===== config.mk =====
export PLATFORM = sky130hd
export DESIGN_NAME = mhq
export DESIGN_NICKNAME = d
export VERILOG_FILES = /design/src/hw/mhq_pkg.sv /design/src/hw/mhq.sv /design/src/hw/mhq_queue_ctrl.sv /design/src/hw/mhq_lookup.sv /design/src/hw/mhq_entry.sv
export SDC_FILE = /design/constraint.sdc
export NUM_CORES = 2
export LEC_CHECK = 0
export ABC_CLOCK_PERIOD_IN_PS = 8100
export BUFFER_PORTS_ARGS = -buffer_cell sky130_fd_sc_hd__buf_2
export CAP_MARGIN = 40
export CORE_MARGIN = 5
export CORE_UTILIZATION = 45
export DETAILED_ROUTE_END_ITERATION = 16
export GPL_TIMING_DRIVEN = 1
export PLACE_DENSITY = 0.59
export REMOVE_ABC_BUFFERS = 1
export SLEW_MARGIN = 20
export SYNTH_ARGS = -nofsm -noshare
export SYNTH_HDL_FRONTEND = slang
export SYNTH_SLANG_ARGS = --single-unit

===== constraint.sdc =====
create_clock -name clk -period 8.1 [get_ports clk]
set_input_delay 0.81 -clock clk [delete_from_list [all_inputs] [get_ports clk]]
set_output_delay 0.81 -clock clk [all_outputs]
set_load 0.02 [all_outputs]

===== src/hw/mhq_pkg.sv =====
/*
 * Miss handling queue shared definitions
 * Request operation encoding and default sizes
 */

package mhq_pkg;

    // Store ops carry their size, loads never write the line buffer
    typedef enum logic [1:0] {
        OP_LOAD    = 2'b00,
        OP_STORE_B = 2'b01,
        OP_STORE_H = 2'b10,
        OP_STORE_W = 2'b11
    } mem_op_t;

    parameter int MHQ_DATA_WIDTH = 32;
    parameter int MHQ_ADDR_WIDTH = 32;

    // Depth must stay a power of two for the pointer wrap
    parameter int MHQ_DEPTH      = 4;

    // Line size in bytes
    parameter int MHQ_LINE_SIZE  = 16;

endpackage

===== src/hw/mhq.sv =====
/*
 * Miss handling queue top level
 * Entries, lookup pipeline and pointers, with the bus request and
 * the registered fill towards the data cache
 */

`timescale 1ns/100ps

module mhq #(
    parameter int  OPTN_DATA_WIDTH = mhq_pkg::MHQ_DATA_WIDTH,
    parameter int  OPTN_ADDR_WIDTH = mhq_pkg::MHQ_ADDR_WIDTH,
    parameter int  OPTN_MHQ_DEPTH  = mhq_pkg::MHQ_DEPTH,
    parameter int  OPTN_LINE_SIZE  = mhq_pkg::MHQ_LINE_SIZE,
    localparam int IDX_WIDTH       = $clog2(OPTN_MHQ_DEPTH),
    localparam int OFFSET_WIDTH    = $clog2(OPTN_LINE_SIZE),
    localparam int LINE_WIDTH      = OPTN_LINE_SIZE * 8
) (
    input  logic                       clk,
    input  logic                       i_rst_n,

    input  logic                       i_lookup_valid,
    input  logic                       i_lookup_dc_hit,
    input  logic [OPTN_ADDR_WIDTH-1:0] i_lookup_addr,
    input  mhq_pkg::mem_op_t           i_lookup_op,
    input  logic [OPTN_DATA_WIDTH-1:0] i_lookup_data,
    output logic [IDX_WIDTH-1:0]       o_lookup_tag,
    output logic                       o_lookup_retry,
    output logic                       o_lookup_replay,

    output logic                       o_fill_en,
    output logic [IDX_WIDTH-1:0]       o_fill_tag,
    output logic                       o_fill_dirty,
    output logic [OPTN_ADDR_WIDTH-1:0] o_fill_addr,
    output logic [LINE_WIDTH-1:0]      o_fill_data,

    input  logic                       i_biu_done,
    input  logic [LINE_WIDTH-1:0]      i_biu_data,
    output logic                       o_biu_en,
    output logic [OPTN_ADDR_WIDTH-1:0] o_biu_addr
);

    logic [IDX_WIDTH-1:0]                 head;
    logic [IDX_WIDTH-1:0]                 tail;
    logic                                 queue_full;
    logic                                 queue_empty;
    logic                                 allocating;

    logic [OPTN_MHQ_DEPTH-1:0]            entry_valid;
    logic [OPTN_MHQ_DEPTH-1:0]            entry_complete;
    logic [OPTN_MHQ_DEPTH-1:0]            entry_dirty;
    logic [OPTN_ADDR_WIDTH-1:OFFSET_WIDTH] entry_addr [OPTN_MHQ_DEPTH];
    logic [LINE_WIDTH-1:0]                entry_data [OPTN_MHQ_DEPTH];
    logic [OPTN_MHQ_DEPTH-1:0]            entry_hit_select;
    logic [OPTN_MHQ_DEPTH-1:0]            alloc_select;

    logic [OPTN_MHQ_DEPTH-1:0]            update_select;
    logic                                 update_we;
    logic [LINE_WIDTH-1:0]                update_wr_data;
    logic [OPTN_LINE_SIZE-1:0]            update_byte_select;
    logic [OPTN_ADDR_WIDTH-1:OFFSET_WIDTH] update_addr;

    logic [OPTN_MHQ_DEPTH-1:0]            biu_done;
    logic [OPTN_MHQ_DEPTH-1:0]            fill_launched;
    logic                                 head_complete;
    logic                                 lookup_completing;
    logic [OPTN_ADDR_WIDTH-1:OFFSET_WIDTH] fill_addr_r;

    assign head_complete = entry_complete[head];

    // Done is aimed at the head only; a complete head launches its fill on the next edge
    always_comb begin
        biu_done            = '0;
        biu_done[head]      = i_biu_done;
        fill_launched       = '0;
        fill_launched[head] = head_complete;
        alloc_select        = '0;
        alloc_select[tail]  = 1'b1;
    end

    // The head line counts as completing from the done cycle on, so a late merge
    // can never miss the fill
    assign lookup_completing = head_complete | i_biu_done;

    for (genvar g = 0; g < OPTN_MHQ_DEPTH; g++) begin : gen_entry
        mhq_entry #(
            .OPTN_ADDR_WIDTH(OPTN_ADDR_WIDTH),
            .OPTN_LINE_SIZE (OPTN_LINE_SIZE)
        ) u_entry (
            .clk                 (clk),
            .i_rst_n             (i_rst_n),
            .i_lookup_addr       (i_lookup_addr[OPTN_ADDR_WIDTH-1:OFFSET_WIDTH]),
            .o_lookup_hit        (entry_hit_select[g]),
            .i_update_en         (update_select[g]),
            .i_update_we         (update_we),
            .i_update_wr_data    (update_wr_data),
            .i_update_byte_select(update_byte_select),
            .i_update_addr       (update_addr),
            .i_biu_done          (biu_done[g]),
            .i_biu_data          (i_biu_data),
            .i_fill_launched     (fill_launched[g]),
            .o_entry_valid       (entry_valid[g]),
            .o_entry_complete    (entry_complete[g]),
            .o_entry_dirty       (entry_dirty[g]),
            .o_entry_addr        (entry_addr[g]),
            .o_entry_data        (entry_data[g])
        );
    end

    mhq_lookup #(
        .OPTN_DATA_WIDTH(OPTN_DATA_WIDTH),
        .OPTN_ADDR_WIDTH(OPTN_ADDR_WIDTH),
        .OPTN_MHQ_DEPTH (OPTN_MHQ_DEPTH),
        .OPTN_LINE_SIZE (OPTN_LINE_SIZE)
    ) u_lookup (
        .clk                 (clk),
        .i_rst_n             (i_rst_n),
        .i_lookup_valid      (i_lookup_valid),
        .i_lookup_dc_hit     (i_lookup_dc_hit),
        .i_lookup_addr       (i_lookup_addr),
        .i_lookup_op         (i_lookup_op),
        .i_lookup_data       (i_lookup_data),
        .i_entry_hit_select  (entry_hit_select),
        .i_alloc_select      (alloc_select),
        .i_full              (queue_full),
        .i_completing        (lookup_completing),
        .i_completing_addr   (entry_addr[head]),
        .i_filling           (o_fill_en),
        .i_filling_addr      (fill_addr_r),
        .o_lookup_tag        (o_lookup_tag),
        .o_lookup_retry      (o_lookup_retry),
        .o_lookup_replay     (o_lookup_replay),
        .o_allocating        (allocating),
        .o_update_select     (update_select),
        .o_update_we         (update_we),
        .o_update_wr_data    (update_wr_data),
        .o_update_byte_select(update_byte_select),
        .o_update_addr       (update_addr)
    );

    mhq_queue_ctrl #(
        .OPTN_MHQ_DEPTH(OPTN_MHQ_DEPTH)
    ) u_queue_ctrl (
        .clk        (clk),
        .i_rst_n    (i_rst_n),
        .i_incr_head(head_complete),
        .i_incr_tail(allocating),
        .o_head     (head),
        .o_tail     (tail),
        .o_full     (queue_full),
        .o_empty    (queue_empty)
    );

    always_ff @(posedge clk) begin
        if (!i_rst_n) begin
            o_fill_en <= 1'b0;
        end else begin
            o_fill_en <= head_complete;
        end
    end

    always_ff @(posedge clk) begin
        o_fill_tag   <= head;
        o_fill_dirty <= entry_dirty[head];
        fill_addr_r  <= entry_addr[head];
        o_fill_data  <= entry_data[head];
    end

    assign o_fill_addr = {fill_addr_r, {OFFSET_WIDTH{1'b0}}};

    // The tail moves a cycle before the entry turns valid, so check both
    assign o_biu_en   = ~queue_empty & entry_valid[head] & ~head_complete;
    assign o_biu_addr = {entry_addr[head], {OFFSET_WIDTH{1'b0}}};

endmodule


===== src/hw/mhq_queue_ctrl.sv =====
/*
 * Miss handling queue pointers
 * Circular head and tail with a wrap bit for full and empty
 */

`timescale 1ns/100ps

module mhq_queue_ctrl #(
    parameter int  OPTN_MHQ_DEPTH = mhq_pkg::MHQ_DEPTH,
    localparam int IDX_WIDTH      = $clog2(OPTN_MHQ_DEPTH)
) (
    input  logic                 clk,
    input  logic                 i_rst_n,
    input  logic                 i_incr_head,
    input  logic                 i_incr_tail,
    output logic [IDX_WIDTH-1:0] o_head,
    output logic [IDX_WIDTH-1:0] o_tail,
    output logic                 o_full,
    output logic                 o_empty
);

    // Top bit flips on every wrap of the index bits
    logic [IDX_WIDTH:0] head_ptr;
    logic [IDX_WIDTH:0] tail_ptr;

    always_ff @(posedge clk) begin
        if (!i_rst_n) begin
            head_ptr <= '0;
            tail_ptr <= '0;
        end else begin
            head_ptr <= head_ptr + (IDX_WIDTH+1)'(i_incr_head);
            tail_ptr <= tail_ptr + (IDX_WIDTH+1)'(i_incr_tail);
        end
    end

    assign o_head  = head_ptr[IDX_WIDTH-1:0];
    assign o_tail  = tail_ptr[IDX_WIDTH-1:0];
    assign o_empty = (head_ptr == tail_ptr);

    // Same slot but different lap means every entry is taken
    assign o_full  = (head_ptr[IDX_WIDTH-1:0] == tail_ptr[IDX_WIDTH-1:0]) &
                     (head_ptr[IDX_WIDTH] != tail_ptr[IDX_WIDTH]);

endmodule


===== src/hw/mhq_lookup.sv =====
/*
 * Miss handling queue lookup and update stages
 * Resolves hit, allocate, retry and replay for each request and
 * registers the line write that the entries apply one cycle later
 */

`timescale 1ns/100ps

module mhq_lookup #(
    parameter int  OPTN_DATA_WIDTH = mhq_pkg::MHQ_DATA_WIDTH,
    parameter int  OPTN_ADDR_WIDTH = mhq_pkg::MHQ_ADDR_WIDTH,
    parameter int  OPTN_MHQ_DEPTH  = mhq_pkg::MHQ_DEPTH,
    parameter int  OPTN_LINE_SIZE  = mhq_pkg::MHQ_LINE_SIZE,
    localparam int IDX_WIDTH       = $clog2(OPTN_MHQ_DEPTH),
    localparam int OFFSET_WIDTH    = $clog2(OPTN_LINE_SIZE),
    localparam int LINE_WIDTH      = OPTN_LINE_SIZE * 8
) (
    input  logic                                 clk,
    input  logic                                 i_rst_n,

    input  logic                                 i_lookup_valid,
    input  logic                                 i_lookup_dc_hit,
    input  logic [OPTN_ADDR_WIDTH-1:0]           i_lookup_addr,
    input  mhq_pkg::mem_op_t                     i_lookup_op,
    input  logic [OPTN_DATA_WIDTH-1:0]           i_lookup_data,

    input  logic [OPTN_MHQ_DEPTH-1:0]            i_entry_hit_select,
    input  logic [OPTN_MHQ_DEPTH-1:0]            i_alloc_select,
    input  logic                                 i_full,
    input  logic                                 i_completing,
    input  logic [OPTN_ADDR_WIDTH-1:OFFSET_WIDTH] i_completing_addr,
    input  logic                                 i_filling,
    input  logic [OPTN_ADDR_WIDTH-1:OFFSET_WIDTH] i_filling_addr,

    output logic [IDX_WIDTH-1:0]                 o_lookup_tag,
    output logic                                 o_lookup_retry,
    output logic                                 o_lookup_replay,
    output logic                                 o_allocating,

    output logic [OPTN_MHQ_DEPTH-1:0]            o_update_select,
    output logic                                 o_update_we,
    output logic [LINE_WIDTH-1:0]                o_update_wr_data,
    output logic [OPTN_LINE_SIZE-1:0]            o_update_byte_select,
    output logic [OPTN_ADDR_WIDTH-1:OFFSET_WIDTH] o_update_addr
);

    import mhq_pkg::*;

    localparam int DATA_BYTES = OPTN_DATA_WIDTH / 8;

    logic                                 lookup_req;
    logic [OPTN_ADDR_WIDTH-1:OFFSET_WIDTH] lookup_line;
    logic [OFFSET_WIDTH-1:0]              lookup_offset;
    logic                                 bypass_hit;
    logic [OPTN_MHQ_DEPTH-1:0]            hit_select;
    logic                                 lookup_hit;
    logic                                 lookup_replay;
    logic                                 lookup_retry;
    logic                                 lookup_record;
    logic [OPTN_MHQ_DEPTH-1:0]            lookup_select;
    logic [IDX_WIDTH-1:0]                 lookup_tag;
    logic                                 store_we;
    logic [DATA_BYTES-1:0]                size_mask;

    assign lookup_req    = i_lookup_valid & ~i_lookup_dc_hit;
    assign lookup_line   = i_lookup_addr[OPTN_ADDR_WIDTH-1:OFFSET_WIDTH];
    assign lookup_offset = i_lookup_addr[OFFSET_WIDTH-1:0];

    // The entry written by the update stage is not valid in the CAM yet, so compare
    // against the update register as well
    assign bypass_hit = (|o_update_select) & (o_update_addr == lookup_line);
    assign hit_select = bypass_hit ? o_update_select : i_entry_hit_select;
    assign lookup_hit = |hit_select;

    // A line already on its way to the cache must not be recorded again
    assign lookup_replay = lookup_req &
                           ((i_completing & (i_completing_addr == lookup_line)) |
                            (i_filling & (i_filling_addr == lookup_line)));
    assign lookup_retry  = lookup_req & ~lookup_replay & ~lookup_hit & i_full;
    assign lookup_record = lookup_req & ~lookup_replay & ~lookup_retry;
    assign o_allocating  = lookup_record & ~lookup_hit;

    assign lookup_select = lookup_record ? (lookup_hit ? hit_select : i_alloc_select) : '0;

    always_comb begin
        lookup_tag = '0;
        for (int i = 0; i < OPTN_MHQ_DEPTH; i++) begin
            if (lookup_select[i]) begin
                lookup_tag = lookup_tag | IDX_WIDTH'(i);
            end
        end
    end

    // Stores are assumed naturally aligned within the line
    always_comb begin
        case (i_lookup_op)
            OP_STORE_B: size_mask = DATA_BYTES'(1);
            OP_STORE_H: size_mask = DATA_BYTES'(3);
            OP_STORE_W: size_mask = '1;
            default:    size_mask = '0;
        endcase
    end

    assign store_we = (i_lookup_op != OP_LOAD);

    always_ff @(posedge clk) begin
        if (!i_rst_n) begin
            o_lookup_retry  <= 1'b0;
            o_lookup_replay <= 1'b0;
            o_update_select <= '0;
            o_update_we     <= 1'b0;
        end else begin
            o_lookup_retry  <= lookup_retry;
            o_lookup_replay <= lookup_replay;
            o_update_select <= lookup_select;
            o_update_we     <= lookup_record & store_we;
        end
    end

    always_ff @(posedge clk) begin
        o_lookup_tag         <= lookup_tag;
        o_update_addr        <= lookup_line;
        o_update_byte_select <= OPTN_LINE_SIZE'(size_mask) << lookup_offset;
        o_update_wr_data     <= LINE_WIDTH'(i_lookup_data) << {lookup_offset, 3'b000};
    end

endmodule


===== src/hw/mhq_entry.sv =====
/*
 * Miss handling queue entry
 * Holds one missed line with its status, compares it against the lookup address
 * and merges memory data under the bytes already written by stores
 */

`timescale 1ns/100ps

module mhq_entry #(
    parameter int  OPTN_ADDR_WIDTH = mhq_pkg::MHQ_ADDR_WIDTH,
    parameter int  OPTN_LINE_SIZE  = mhq_pkg::MHQ_LINE_SIZE,
    localparam int OFFSET_WIDTH    = $clog2(OPTN_LINE_SIZE),
    localparam int LINE_WIDTH      = OPTN_LINE_SIZE * 8
) (
    input  logic                                 clk,
    input  logic                                 i_rst_n,

    input  logic [OPTN_ADDR_WIDTH-1:OFFSET_WIDTH] i_lookup_addr,
    output logic                                 o_lookup_hit,

    input  logic                                 i_update_en,
    input  logic                                 i_update_we,
    input  logic [LINE_WIDTH-1:0]                i_update_wr_data,
    input  logic [OPTN_LINE_SIZE-1:0]            i_update_byte_select,
    input  logic [OPTN_ADDR_WIDTH-1:OFFSET_WIDTH] i_update_addr,

    input  logic                                 i_biu_done,
    input  logic [LINE_WIDTH-1:0]                i_biu_data,
    input  logic                                 i_fill_launched,

    output logic                                 o_entry_valid,
    output logic                                 o_entry_complete,
    output logic                                 o_entry_dirty,
    output logic [OPTN_ADDR_WIDTH-1:OFFSET_WIDTH] o_entry_addr,
    output logic [LINE_WIDTH-1:0]                o_entry_data
);

    logic                                 entry_valid;
    logic                                 entry_complete;
    logic                                 entry_dirty;
    logic [OPTN_ADDR_WIDTH-1:OFFSET_WIDTH] entry_addr;
    logic [LINE_WIDTH-1:0]                entry_data;
    logic [OPTN_LINE_SIZE-1:0]            entry_written;
    logic                                 allocate;
    logic [OPTN_LINE_SIZE-1:0]            store_mask;

    // An update to a free entry claims it, otherwise it merges
    assign allocate   = i_update_en & ~entry_valid;
    assign store_mask = i_update_byte_select & {OPTN_LINE_SIZE{i_update_en & i_update_we}};

    always_ff @(posedge clk) begin
        if (!i_rst_n) begin
            entry_valid    <= 1'b0;
            entry_complete <= 1'b0;
            entry_dirty    <= 1'b0;
        end else if (i_fill_launched) begin
            entry_valid    <= 1'b0;
            entry_complete <= 1'b0;
        end else if (allocate) begin
            entry_valid    <= 1'b1;
            entry_complete <= 1'b0;
            entry_dirty    <= i_update_we;
        end else begin
            entry_complete <= entry_complete | i_biu_done;
            entry_dirty    <= entry_dirty | (i_update_en & i_update_we);
        end
    end

    // Written-byte mask starts over on allocation
    always_ff @(posedge clk) begin
        if (allocate) begin
            entry_addr    <= i_update_addr;
            entry_written <= store_mask;
        end else if (i_update_en) begin
            entry_written <= entry_written | store_mask;
        end
    end

    // Store bytes win over memory data, even when both land on the same edge
    always_ff @(posedge clk) begin
        for (int i = 0; i < OPTN_LINE_SIZE; i++) begin
            if (store_mask[i]) begin
                entry_data[i*8 +: 8] <= i_update_wr_data[i*8 +: 8];
            end else if (i_biu_done && !entry_written[i]) begin
                entry_data[i*8 +: 8] <= i_biu_data[i*8 +: 8];
            end
        end
    end

    assign o_lookup_hit     = entry_valid & (entry_addr == i_lookup_addr);
    assign o_entry_valid    = entry_valid;
    assign o_entry_complete = entry_complete;
    assign o_entry_dirty    = entry_dirty;
    assign o_entry_addr     = entry_addr;
    assign o_entry_data     = entry_data;

endmodule


==> impl_metrics.yaml <==
clocking:
  tritoncts: "built"
  postCtsSetupBuffers: 0
  cts_buffers: 111
  clock_latency_ns: 0.69
  clkTransAtPathRegs_ns: 0.06
  cts_buffer_depth: 3
  cts_hold_buf: 0
  cts_num_sinks: 1047
  cts_resized: 0
  root_buffer: "clkbuf_16"
  htreeDepth: 3
timing:
  period_share: 0.572
  worstMarginPinSlew_ns: 1.01
  fmax_mhz: 216
  whs_ns: 0.368
  slew_headroom: 0.327
  fin_crit_ns: 4.63
  hold_viol: 0
  rsz0062_at_grt: "false"
  setup_viol: 0
  fin_worst_skew_ns: 0.0333
  slew_violations: 0
synth:
  yosysWarnings: 0
  async_reset_ff_frac: 0
  synthCells: 2808
  yosysTopAreaCellShare: 0.475
  synth_cell_types: 57
  synth_seq_cells: 1047
  synth_edf_count: 688
  ys_seq_area_frac: 0.641
  yosys_most_used_dff: "edfxtp_1"
  synth_top_cell_by_area: "edfxtp_1"
  synth_area_leaders: "edfxtp_1 (48%), dfxtp_1 (17%), mux2_2 (13%)"
  syn_avg_cell_area_um2: 15.5
  netlist_area_um2: 43500
final_layout:
  fin_cells: 4673
  layout-drive-gt1-share: 0.394
  area_growth_pct: 17.3
  final_util: 0.529
  nets: 3483
  fillCellCount: 8079
global_routing:
  grt_pass1_vias: 26900
  grt_overflow: 0
  grt_pass1_wl_um: 187000
  grt_usage: 0.248
  antenna_found_initial: 36
  grt_max_degree: 104
setup_path:
  path_max_fanout: 103
  cp-start-kind: "register"
  cp.buffers_inverters: 1
  worst-setup-path-type: "register to register"
  crit_slowest_cell: "dfxtp_4"
  arrival_ns: 5.22
  crit_chain: "buf_12, mux4_2, xor2_1, nor4_1, nand4_1, o41a_1, o31ai_2, nor4_1, ha_1, ha_1, xor2_1, and2_1"
  crit_required_ns: 8.69
  endpoint_kind: "register"
  slowest_delay_ns: 0.83
  cpLargestDelayFamily: "flip-flops"
  r2r_setup_slack_ns: 3.47
placement:
  gp_congestion: 0.930
  dp_hpwl_um: 90900
  placed_cells: 4436
  port_buffers: 391
power:
  power.density_nw_per_um2: 245
  p_leak_nw: 18.5
  peakVddDrop_uv: 187
floorplanning:
  rows: 114
  die_w_um: 321
  die_h_um: 321
  coreArea_um2: 96300
  initial_core_util: 0.451
  die_area_um2: 103000
  boundaryPins: 400
run:
  maxCapViolations: 0
route:
  drc: 0
  wl_per_cell_um: 27.9
  firstDrtPassIters: 5
  vias: 26400
  antenna_left: 0
  drtIter0Drc: 2561
  wirelength_um: 130000
  via_per_inst: 5.66
status:
  status: "completed"
worst_hold_path:
  hp-class: "input port to register"
-- Yosys cell counts, types with 2 or more instances --
cell         n
a21oi_1     20
o2111ai_1    2
nor2b_1     36
clkbuf_1    73
nor3_1      13
mux2i_1     38
buf_2       25
a22o_1       8
buf_4        8
nor2_1      85
nand3_1      5
xor2_1     134
or2_2        4
or4b_1       2
or4_1        3
and3_1       6
or3_1        2
edfxtp_1   688
mux2_2     514
o21ai_0     99
ha_1         4
buf_6        4
a22oi_1     11
mux4_2     155
o22a_1       3
xnor2_1     65
nor4_1      36
o22ai_1     15
buf_1       17
nand2_1    265
dfxtp_1    359
a211oi_1     5
inv_1        9
and2_1      41
nand4_1     22
nand2b_1    11
-- flip-flops by register name, summed over array words and instances (netlist names), 16 cells and up --
name                             cells
gen_entry.u_entry.o_entry_data     512
o_fill_data                        128
u_lookup.o_update_wr_data          128
gen_entry.u_entry.o_entry_addr     112
gen_entry.u_entry.entry_written     64
fill_addr_r                         28
u_lookup.o_update_addr              28
u_lookup.o_update_byte_select       16
-- layer usage --
| layer | track usage | up-vias | part of all wire |
|---|---|---|---|
| met2 | 0.400 | 1150 | 0.47 |
| met1 | 0.338 | 13400 | 0.41 |
| met5 | 0 | - | 0.00081 |
| li1 | - | 11600 | - |
| met4 | 0.0731 | 18 | 0.030 |
| met3 | 0.0576 | 234 | 0.088 |
-- power breakdown --
group	total [mW]	internal, mW	leakage [nW]	switching (mW)
clock network	5.00	2.92	1.76	2.08
registers	6.12	5.95	9.23	0.168
logic	1.37	0.555	7.55	0.812
total	12.5	9.43	18.5	3.06
-- layout by cell type (no fill, tap or decap), types with 8 or more instances in the layout --
| master | count |
|---|---|
| a21oi_1 | 20 |
| a22o_1 | 8 |
| a22oi_1 | 11 |
| and2_1 | 41 |
| buf_2 | 394 |
| buf_4 | 71 |
| clkbuf_1 | 39 |
| clkbuf_16 | 116 |
| clkbuf_8 | 16 |
| clkinv_1 | 13 |
| clkinv_2 | 18 |
| conb_1 | 8 |
| dfxtp_1 | 353 |
| diode_2 | 19 |
| edfxtp_1 | 688 |
| mux2_2 | 514 |
| mux2i_1 | 38 |
| mux4_2 | 155 |
| nand2_1 | 265 |
| nand4_1 | 22 |
| nor2_1 | 85 |
| nor2b_1 | 36 |
| nor3_1 | 13 |
| nor4_1 | 36 |
| o21ai_0 | 89 |
| o21ai_1 | 10 |
| o22ai_1 | 15 |
| xnor2_1 | 65 |
| xor2_1 | 134 |
-- final timing paths --
| path | depth (start not counted) | start | to |
|---|---|---|---|
| setup / recovery | 12 | u_queue_ctrl.head_ptr[0]$_SDFF_PN0_ | u_queue_ctrl.tail_ptr[2]$_SDFF_PN0_ |
| hold / removal | 1 | i_lookup_addr[13] | u_lookup.o_update_addr[13]$_DFF_P_ |
| setup reg to reg | 12 | u_queue_ctrl.head_ptr[0]$_SDFF_PN0_ | u_queue_ctrl.tail_ptr[2]$_SDFF_PN0_ |
| hold reg to reg | 2 | gen_entry[3].u_entry.o_entry_dirty$_SDFFE_PN0N_ | gen_entry[3].u_entry.o_entry_dirty$_SDFFE_PN0N_ |
-- stage by stage --
step / setup slack [ns] / cell area [um^2] / TNS (ns) / power [mW]
after floorplan: -1.76 / 42900 / -254.72 / 7.05
after global placement: 3.42 / 47000 / 0 / 7.58
after detailed placement: 3.41 / 47200 / 0 / 7.60
after CTS: 3.40 / 50800 / 0 / 12.6
after global routing: 3.15 / 50900 / 0 / 12.9
final: 3.47 / 51000 / 0 / 12.5
-- cell families (layout without fill, tap and decap cells) --
| family | after synthesis | count (layout) | share of synthesized area |
|---|---|---|---|
| XOR/XNOR | 199 | 199 | 0.0401 |
| AO/OA/AOI/OAI | 176 | 176 | 0.0240 |
| other | 1 | 27 | 0.0000863 |
| buffers and inverters | 136 | 699 | 0.0138 |
| flip-flops | 1047 | 1047 | 0.641 |
| multiplexers | 708 | 708 | 0.223 |
| adder cells (fa/ha/maj) | 5 | 5 | 0.00138 |
| AND/OR/NAND/NOR | 536 | 536 | 0.0571 |
-- final cells by class --
class                      instances  area, um^2  share of cell area
timing repair buffer             479        2780              0.0545
inverter                           9        33.8            0.000663
tap                             1276        1600              0.0313
clock buffer                     171        3270              0.0641
multi-input combinational       1632       15000               0.295
sequential                      1047       27900               0.547
clock inverter                    40         333             0.00653
antenna                           19        47.5            0.000933
No activity file was read; power rests on OpenSTA's default activity.
